File: config.mk
export PLATFORM = sky130hd
export DESIGN_NAME = gb_loader_top
export DESIGN_NICKNAME = d
export VERILOG_FILES = /design/src/gb_loader_pkg.sv /design/src/download_decoder.sv /design/src/palette_store.sv /design/src/cheat_code_assembler.sv /design/src/bootrom_checker.sv /design/src/gb_loader_top.sv
export SDC_FILE = /design/constraint.sdc
export NUM_CORES = 1
export LEC_CHECK = 0
export ABC_CLOCK_PERIOD_IN_PS = 2800
export BUFFER_PORTS_ARGS = -buffer_cell sky130_fd_sc_hd__buf_2
export CORE_AREA = 2 2 172 174
export CTS_BUF_LIST = sky130_fd_sc_hd__clkbuf_4
export DETAILED_ROUTE_END_ITERATION = 8
export DIE_AREA = 0 0 174 176
export GPL_ROUTABILITY_DRIVEN = 1
export GPL_TIMING_DRIVEN = 0
export PLACE_DENSITY = 0.66
export SYNTH_ARGS = -nofsm -noshare
export SYNTH_HDL_FRONTEND = slang
export SYNTH_SLANG_ARGS = --single-unit
File: constraint.sdc
create_clock -name clk_sys -period 2.8 [get_ports clk_sys]
set_input_delay 0 -clock clk_sys [delete_from_list [all_inputs] [get_ports clk_sys]]
set_output_delay 0 -clock clk_sys [all_outputs]
set_load 0.02 [all_outputs]
File: src/gb_loader_pkg.sv
// Shared widths, download kinds, file indices and boot constants; import into each loader module
`default_nettype none

package gb_loader_pkg;

	////////////////////////////////////////
	// Host download stream widths
	////////////////////////////////////////

	localparam int WORD_W       = 16;
	localparam int INDEX_W      = 8;
	localparam int ADDR_W       = 25;

	// Low byte-address bits that pick a word inside one cheat record
	localparam int CHEAT_ADDR_W = 4;

	typedef logic [WORD_W-1:0] word_t;

	// Kind of download, as seen by every consumer of the word stream
	typedef enum logic [2:0] {
		KIND_NONE     = 3'd0,
		KIND_CART     = 3'd1,
		KIND_PALETTE  = 3'd2,
		KIND_CGB_BOOT = 3'd3,
		KIND_DMG_BOOT = 3'd4,
		KIND_SGB_BOOT = 3'd5,
		KIND_CHEAT    = 3'd6
	} download_kind_t;

	////////////////////////////////////////
	// Host file indices
	////////////////////////////////////////

	// Cart matches on the low six index bits, or on the alternate index
	localparam logic [5:0]         IDX_CART_LOW = 6'h01;
	localparam logic [INDEX_W-1:0] IDX_CART_ALT = 8'h80;
	localparam logic [INDEX_W-1:0] IDX_PALETTE  = 8'h03;
	localparam logic [INDEX_W-1:0] IDX_CGB_BOOT = 8'h04;
	localparam logic [INDEX_W-1:0] IDX_DMG_BOOT = 8'h05;
	localparam logic [INDEX_W-1:0] IDX_SGB_BOOT = 8'h06;

	// Checked ahead of the cart rule
	localparam logic [INDEX_W-1:0] IDX_CHEAT    = 8'hFF;

	////////////////////////////////////////
	// Palette
	////////////////////////////////////////

	localparam int PALETTE_W = 128;

	typedef logic [PALETTE_W-1:0] palette_t;

	// Four 24-bit DMG shades at the top, low 32 bits spare
	localparam palette_t PALETTE_DEFAULT = 128'h828214517356305A5F1A3B4900000000;

	////////////////////////////////////////
	// Cheat codes
	////////////////////////////////////////

	localparam int CHEAT_W = 128;

	// Flags 127:96, address 95:64, compare 63:32, replace 31:0
	typedef logic [CHEAT_W-1:0] cheat_code_t;

	////////////////////////////////////////
	// Bootrom checksums
	////////////////////////////////////////

	localparam int CHECKSUM_W = 18;

	typedef logic [CHECKSUM_W-1:0] checksum_t;

	// Byte sums of the known CGB bootroms that support GBA mode
	localparam checksum_t MISTER_CGB0_CHECKSUM  = 18'h2CE10;
	localparam checksum_t ORIGINAL_CGB_CHECKSUM = 18'h2F3EA;

endpackage

`default_nettype wire

File: src/download_decoder.sv
// Registers the host download stream and tags each word with the kind of its download
`default_nettype none

module download_decoder
	import gb_loader_pkg::*;
(
	input  wire logic                    clk_sys,
	input  wire logic                    reset,

	input  wire logic                    ioctl_download,
	input  wire logic [INDEX_W-1:0]      ioctl_index,
	input  wire logic                    ioctl_wr,
	input  wire logic [ADDR_W-1:0]       ioctl_addr,
	input  wire word_t                   ioctl_dout,

	output      logic                    word_valid,
	output      download_kind_t          word_kind,
	output      logic [CHEAT_ADDR_W-1:0] word_addr,
	output      word_t                   word_data,
	output      download_kind_t          dl_kind,
	output      logic                    dl_start
);

	download_kind_t index_kind;
	logic           download_prev;

	////////////////////////////////////////
	// File index classification
	////////////////////////////////////////

	// Cheat index is checked before the cart rule
	always_comb begin
		if (ioctl_index == IDX_CHEAT) begin
			index_kind = KIND_CHEAT;
		end else if (ioctl_index[5:0] == IDX_CART_LOW || ioctl_index == IDX_CART_ALT) begin
			index_kind = KIND_CART;
		end else if (ioctl_index == IDX_PALETTE) begin
			index_kind = KIND_PALETTE;
		end else if (ioctl_index == IDX_CGB_BOOT) begin
			index_kind = KIND_CGB_BOOT;
		end else if (ioctl_index == IDX_DMG_BOOT) begin
			index_kind = KIND_DMG_BOOT;
		end else if (ioctl_index == IDX_SGB_BOOT) begin
			index_kind = KIND_SGB_BOOT;
		end else begin
			index_kind = KIND_NONE;
		end
	end

	////////////////////////////////////////
	// Download level and start strobe
	////////////////////////////////////////

	always_ff @(posedge clk_sys) begin
		if (reset) begin
			download_prev <= 1'b0;
			dl_start      <= 1'b0;
			dl_kind       <= KIND_NONE;
		end else begin
			download_prev <= ioctl_download;
			dl_start      <= ioctl_download & ~download_prev;
			dl_kind       <= ioctl_download ? index_kind : KIND_NONE;
		end
	end

	////////////////////////////////////////
	// Word stage
	////////////////////////////////////////

	// Only writes inside a download become word strobes
	always_ff @(posedge clk_sys) begin
		if (reset) begin
			word_valid <= 1'b0;
		end else begin
			word_valid <= ioctl_wr & ioctl_download;
		end
	end

	// Payload travels alongside the strobe
	always_ff @(posedge clk_sys) begin
		word_kind <= index_kind;
		word_addr <= ioctl_addr[CHEAT_ADDR_W-1:0];
		word_data <= ioctl_dout;
	end

endmodule

`default_nettype wire

File: src/palette_store.sv
// Holds the 128-bit DMG palette, shifted in one byte-swapped word per palette download strobe
`default_nettype none

module palette_store
	import gb_loader_pkg::*;
(
	input  wire logic           clk_sys,
	input  wire logic           reset,

	input  wire logic           word_valid,
	input  wire download_kind_t word_kind,
	input  wire word_t          word_data,

	output      palette_t       palette
);

	logic  palette_word;
	word_t swapped_word;

	assign palette_word = word_valid && (word_kind == KIND_PALETTE);

	// Palette files are stored big endian, the host bus is little endian
	assign swapped_word = {word_data[7:0], word_data[15:8]};

	////////////////////////////////////////
	// Shift register
	////////////////////////////////////////

	// Oldest word ends up at the top, so the first four 24-bit
	// shades of the file land in 127:32 after a full load
	always_ff @(posedge clk_sys) begin
		if (reset) begin
			palette <= PALETTE_DEFAULT;
		end else if (palette_word) begin
			palette <= {palette[PALETTE_W-WORD_W-1:0], swapped_word};
		end
	end

endmodule

`default_nettype wire

File: src/cheat_code_assembler.sv
// Builds 128-bit cheat codes from addressed download words and strobes each complete code
`default_nettype none

module cheat_code_assembler
	import gb_loader_pkg::*;
(
	input  wire logic                    clk_sys,
	input  wire logic                    reset,

	input  wire logic                    word_valid,
	input  wire download_kind_t          word_kind,
	input  wire logic [CHEAT_ADDR_W-1:0] word_addr,
	input  wire word_t                   word_data,
	input  wire download_kind_t          dl_kind,

	output      cheat_code_t             cheat_code,
	output      logic                    cheat_valid,
	output      logic                    cheat_reset
);

	localparam logic [CHEAT_ADDR_W-1:0] ADDR_FIRST = 4'd0;
	localparam logic [CHEAT_ADDR_W-1:0] ADDR_LAST  = 4'd14;

	logic cheat_word;
	logic flush_needed;

	assign cheat_word = word_valid && (word_kind == KIND_CHEAT);

	// A new cheat file starts at address 0; carts and palettes also drop all codes
	assign flush_needed = (cheat_word && word_addr == ADDR_FIRST) ||
		dl_kind == KIND_CART || dl_kind == KIND_PALETTE;

	////////////////////////////////////////
	// Field registers
	////////////////////////////////////////

	// Each 32-bit field arrives low half first
	always_ff @(posedge clk_sys) begin
		if (reset) begin
			cheat_code <= '0;
		end else if (cheat_word) begin
			case (word_addr)
				4'd0:    cheat_code[111:96]  <= word_data;
				4'd2:    cheat_code[127:112] <= word_data;
				4'd4:    cheat_code[79:64]   <= word_data;
				4'd6:    cheat_code[95:80]   <= word_data;
				4'd8:    cheat_code[47:32]   <= word_data;
				4'd10:   cheat_code[63:48]   <= word_data;
				4'd12:   cheat_code[15:0]    <= word_data;
				4'd14:   cheat_code[31:16]   <= word_data;
				// Odd byte addresses carry no word
				default: cheat_code          <= cheat_code;
			endcase
		end
	end

	////////////////////////////////////////
	// Strobes
	////////////////////////////////////////

	// cheat_valid rises with the last field, so the code is whole while it is high
	always_ff @(posedge clk_sys) begin
		if (reset) begin
			cheat_valid <= 1'b0;
			cheat_reset <= 1'b0;
		end else begin
			cheat_valid <= cheat_word && (word_addr == ADDR_LAST);
			cheat_reset <= flush_needed;
		end
	end

endmodule

`default_nettype wire

File: src/bootrom_checker.sv
// Tracks custom bootrom loads, sums the CGB bootrom bytes and derives the boot feature flags
`default_nettype none

module bootrom_checker
	import gb_loader_pkg::*;
(
	input  wire logic           clk_sys,
	input  wire logic           reset,

	input  wire logic           word_valid,
	input  wire download_kind_t word_kind,
	input  wire word_t          word_data,
	input  wire download_kind_t dl_kind,
	input  wire logic           dl_start,
	input  wire logic           is_gbc,

	output      logic           fastboot_available,
	output      logic           boot_gba_available,
	output      logic           real_cgb_boot
);

	logic      custom_cgb_boot;
	logic      custom_dmg_boot;
	checksum_t checksum_cgb;
	checksum_t byte_sum;
	logic      cgb_word;
	logic      mister_cgb_boot;

	assign cgb_word = word_valid && (word_kind == KIND_CGB_BOOT);

	// Both bytes of the word, zero extended before the add
	assign byte_sum = checksum_cgb
		+ {{(CHECKSUM_W-8){1'b0}}, word_data[15:8]}
		+ {{(CHECKSUM_W-8){1'b0}}, word_data[7:0]};

	////////////////////////////////////////
	// Sticky custom bootrom flags
	////////////////////////////////////////

	always_ff @(posedge clk_sys) begin
		if (reset) begin
			custom_cgb_boot <= 1'b0;
			custom_dmg_boot <= 1'b0;
		end else begin
			if (dl_kind == KIND_CGB_BOOT) begin
				custom_cgb_boot <= 1'b1;
			end
			if (dl_kind == KIND_DMG_BOOT) begin
				custom_dmg_boot <= 1'b1;
			end
		end
	end

	////////////////////////////////////////
	// CGB bootrom checksum
	////////////////////////////////////////

	// The host sends no word in the start cycle, so clear and add never meet
	always_ff @(posedge clk_sys) begin
		if (reset) begin
			checksum_cgb <= '0;
		end else if (dl_start && dl_kind == KIND_CGB_BOOT) begin
			checksum_cgb <= '0;
		end else if (cgb_word) begin
			checksum_cgb <= byte_sum;
		end
	end

	////////////////////////////////////////
	// Derived flags
	////////////////////////////////////////

	assign mister_cgb_boot = (checksum_cgb == MISTER_CGB0_CHECKSUM);
	assign real_cgb_boot   = (checksum_cgb == ORIGINAL_CGB_CHECKSUM);

	// GBA mode needs a bootrom known to handle it
	assign boot_gba_available = !custom_cgb_boot || real_cgb_boot || mister_cgb_boot;

	// Fast boot only works with the stock core bootroms
	assign fastboot_available = !((is_gbc && custom_cgb_boot && !mister_cgb_boot) ||
		(!is_gbc && custom_dmg_boot));

endmodule

`default_nettype wire

File: src/gb_loader_top.sv
// Download side of the console top level; connects the stream decoder to palette, cheat and boot logic
`default_nettype none

module gb_loader_top
	import gb_loader_pkg::*;
(
	input  wire logic               clk_sys,
	input  wire logic               reset,

	// Host download stream
	input  wire logic               ioctl_download,
	input  wire logic [INDEX_W-1:0] ioctl_index,
	input  wire logic               ioctl_wr,
	input  wire logic [ADDR_W-1:0]  ioctl_addr,
	input  wire word_t              ioctl_dout,

	input  wire logic               is_gbc,

	output      palette_t           palette,
	output      cheat_code_t        cheat_code,
	output      logic               cheat_valid,
	output      logic               cheat_reset,
	output      logic               fastboot_available,
	output      logic               boot_gba_available,
	output      logic               real_cgb_boot
);

	logic                    word_valid;
	download_kind_t          word_kind;
	logic [CHEAT_ADDR_W-1:0] word_addr;
	word_t                   word_data;
	download_kind_t          dl_kind;
	logic                    dl_start;

	////////////////////////////////////////
	// Stream decode
	////////////////////////////////////////

	download_decoder u_download_decoder (
		.clk_sys        (clk_sys),
		.reset          (reset),
		.ioctl_download (ioctl_download),
		.ioctl_index    (ioctl_index),
		.ioctl_wr       (ioctl_wr),
		.ioctl_addr     (ioctl_addr),
		.ioctl_dout     (ioctl_dout),
		.word_valid     (word_valid),
		.word_kind      (word_kind),
		.word_addr      (word_addr),
		.word_data      (word_data),
		.dl_kind        (dl_kind),
		.dl_start       (dl_start)
	);

	////////////////////////////////////////
	// Word consumers
	////////////////////////////////////////

	palette_store u_palette_store (
		.clk_sys    (clk_sys),
		.reset      (reset),
		.word_valid (word_valid),
		.word_kind  (word_kind),
		.word_data  (word_data),
		.palette    (palette)
	);

	cheat_code_assembler u_cheat_code_assembler (
		.clk_sys     (clk_sys),
		.reset       (reset),
		.word_valid  (word_valid),
		.word_kind   (word_kind),
		.word_addr   (word_addr),
		.word_data   (word_data),
		.dl_kind     (dl_kind),
		.cheat_code  (cheat_code),
		.cheat_valid (cheat_valid),
		.cheat_reset (cheat_reset)
	);

	bootrom_checker u_bootrom_checker (
		.clk_sys            (clk_sys),
		.reset              (reset),
		.word_valid         (word_valid),
		.word_kind          (word_kind),
		.word_data          (word_data),
		.dl_kind            (dl_kind),
		.dl_start           (dl_start),
		.is_gbc             (is_gbc),
		.fastboot_available (fastboot_available),
		.boot_gba_available (boot_gba_available),
		.real_cgb_boot      (real_cgb_boot)
	);

endmodule

`default_nettype wire

==> results.toml <==
[logic_synthesis]
synthesis.instances = 1306
ys.flop_type = "dfxtp_1"
synthAdderAreaFrac = 0.0246
muxShareOfSynthArea = 0.0598
synth_top_family_by_area = "simple AND/OR/NAND/NOR gates"
ys_seq_area_frac = 0.539
synth_area_leaders = "dfxtp_1 54%, nand2_1 13%, a21oi_1 7.5%"
yosys.area_share.simple = 0.229
synth_top_area_frac = 0.539
syn_area_per_cell_um2 = 8.73
synth_compound_area_frac = 0.0935
synth_edf_count = 0
ys_warn_count = 0
syn_nets = 1377
yosysTopAreaCell = "dfxtp_1"
syn-cell-area_um2 = 11400
ys_types = 51
synth_seq_cells = 307
synth-async-reset-ratio = 0
synthXorXnorAreaFrac = 0.00461

[cts]
max-clock-path-buffers = 3
numCtsBuffers = 81
clkTransAtPathRegs_ns = 0.07
htree_num_levels = 3
clk_latency_ns = 0.71
cts.sinks = 307
root_buffer = "clkbuf_4"
cts_tree = "built"

[finish]
nets = 1808
drive_above_1_share = 0.258
final_common_cell = "nand2_1"
multi_input_area_um2 = 4710
area_delta_synth_final_pct = 30.6
fin_cells = 2171
final_core_util = 0.522
design_area_um2 = 14900
fillerInstances = 2779
seqCellArea_um2 = 6150
final_cell_mix = "407 x nand2_1, 306 x dfxtp_1, 299 x buf_2, 169 x a21oi_1, 119 x clkbuf_4"

[critical_path]
cp-startpoint = "u_bootrom_checker.checksum_cgb[1]"
worstSetupPathType = "register to register"
rr_startpoint = "u_bootrom_checker.checksum_cgb[1]"
start_kind = "register"
required_ns = 3.38
r2r-end = "u_bootrom_checker.checksum_cgb[17]"
crit_arrival_ns = 3.23
crit_path_max_fanout = 7
end_kind = "register"
ff2ff_path_depth = 9
reg2reg_slack_ns = 0.15
endpoint = "u_bootrom_checker.checksum_cgb[17]"

[global_route]
antenna_found_initial = 1
grt_pass1_wl_um = 57200
grt_usage = 0.238
grt_max_degree = 13
grt_pass1_vias = 10513
overflow = 0

[sta]
fin_hold_ws_ns = 0.166
timing.final.max_slew_violations = 0
min_period_ns = 2.65
max_slew_margin = 0.433
skew_ns = 0.0596
rsz0062_at_grt = "yes"
finalHoldViolations = 0
tightest_slew_ns = 0.850
fin_crit_sh = 0.945
fmax_mhz = 378
setup_violations = 0

[placement]
place.gp.congestion = 0.883
place_area_um2 = 13400
dpl.hpwl_um = 26400
port_buffers = 293
numPlacedInstances = 1983

[floorplanning]
die_x_um = 174
die_y_um = 176
core_um2 = 28500
initial_utilization = 0.399
fp.dieArea_um2 = 30600
rows = 62
pin_count = 315

[routing]
routed_wl_um = 37000
wire_per_inst_um = 17.0
viasPerCell = 4.89
vias = 10627
drt_iter0_drc = 628
route.detailed.drc = 0
dr.pass1.iters = 5
postRouteAntennaNets = 0

[run]
maxCapViolations = 0

[power]
power_leakage_uw = 0.00634
vdd_drop_max_v = 0.000436
p_total_uw = 8560
powerDensity_nw_per_um2 = 575

[run_status]
status = "complete, no violations"

[min_path]
hold_class = "input port to register"
## sequential cells by signal, indices dropped and copies added, names as in the netlist
| signal | flops |
|---|---|
| u_download_decoder.dl_kind | 3 |
| u_palette_store.palette | 128 |
| u_cheat_code_assembler.cheat_valid | 1 |
| u_cheat_code_assembler.cheat_code | 128 |
| u_cheat_code_assembler.cheat_reset | 1 |
| u_download_decoder.word_data | 16 |
| u_bootrom_checker.custom_dmg_boot | 1 |
| u_download_decoder.word_valid | 1 |
| u_download_decoder.download_prev | 1 |
| u_bootrom_checker.checksum_cgb | 18 |
| u_bootrom_checker.custom_cgb_boot | 1 |
| u_download_decoder.dl_start | 1 |
| u_download_decoder.word_kind | 3 |
| u_download_decoder.word_addr | 4 |
## repair_timing
action / 4_1_cts / 5_1_grt
gates resized for setup: 4 / 2
endpoints found under the hold margin: 33 / 0
hold buffers: 53 / 0
endpoints found under the setup margin: 11 / 6
pin swaps: 0 / 1
buffers inserted: 1 / 2
## cell families after synthesis
family / count (synthesis)
AND/OR/NAND/NOR: 598
XOR/XNOR: 6
buffers and inverters: 110
adder cells (fa/ha/maj): 17
flip-flops: 307
AO/OA/AOI/OAI: 200
multiplexers: 68
## report_power, final
| group | internal [uW] | leakage, uW | switching [uW] | total, uW |
|---|---|---|---|---|
| Sequential | 4390 | 0.00248 | 23.5 | 4410 |
| Combinational | 161 | 0.00329 | 241 | 402 |
| Clock | 1930 | 0.000569 | 1810 | 3740 |
## synthesized netlist by cell type (all sizes together), types with 3 or more instances
cell	count
nand2b	6
nor3	9
o211ai	3
dfxtp	307
nor3b	3
nand3	12
nand3b	42
o31ai	3
a21oi	170
xnor2	5
inv	12
or3	6
o21ai	7
nor2	84
clkbuf	72
and3	3
and2	4
fa	9
mux2i	67
ha	8
nand4	3
or2	3
and4	3
nand2	407
buf	26
a21o	5
nor4b	3
a211oi	4
and3b	3
## per-layer routing
metal  track usage  routed length, um  vias up
met5             0                  0        -
met4        0.0837                773        0
met3        0.0782               3320       65
met2         0.399              17500      404
met1         0.286              15400     4959
li1              -                  -     5199
## worst max-delay path: stages, from the launching register on
cell and delay (ns):
dfxtp_1 0.38, fa_1 0.56, ha_1 0.20, inv_1 0.07
fa_1 0.39, nand2b_4 0.17, a21oi_2 0.16, o21ai_2 0.13
or3_1 0.36, a21oi_1 0.14
## stage by stage
stage / setup TNS (ns) / worst slack [ns]
4_1_cts: 0 / 0.0306
2_1_floorplan: 0 / 0.156
6_report: 0 / 0.154
3_3_place_gp: -3.53 / -0.587
5_1_grt: -0.0619 / -0.0619
3_5_place_dp: -4.04 / -0.645
## how the worst min path moves through the flow
| stage | start | endpoint | slack, ns | cells past startpoint |
|---|---|---|---|---|
| 6_report | ioctl_download | u_download_decoder.dl_start | 0.17 | 4 |
| 5_1_grt | ioctl_download | u_download_decoder.dl_start | 0.15 | 4 |
| 4_1_cts | ioctl_download | u_download_decoder.dl_start | 0.11 | 4 |
| 3_5_place_dp | ioctl_addr[2] | u_download_decoder.word_addr[2] | 0.10 | 1 |
| 3_3_place_gp | ioctl_dout[2] | u_download_decoder.word_data[2] | 0.10 | 1 |
| 2_1_floorplan | ioctl_addr[0] | u_download_decoder.word_addr[0] | 0.03 | 0 |
## final cells by class
cell class | instances | area share
flip-flops and latches | 307 | 0.413
multi-input cells | 889 | 0.317
repair buffers | 349 | 0.136
clock buffers | 119 | 0.0600
plain buffers | 97 | 0.0345
well taps | 384 | 0.0323
clock inverters | 13 | 0.00471
inverters | 12 | 0.00303
diodes | 1 | 0.000168
(Power assumes the default switching activity.)
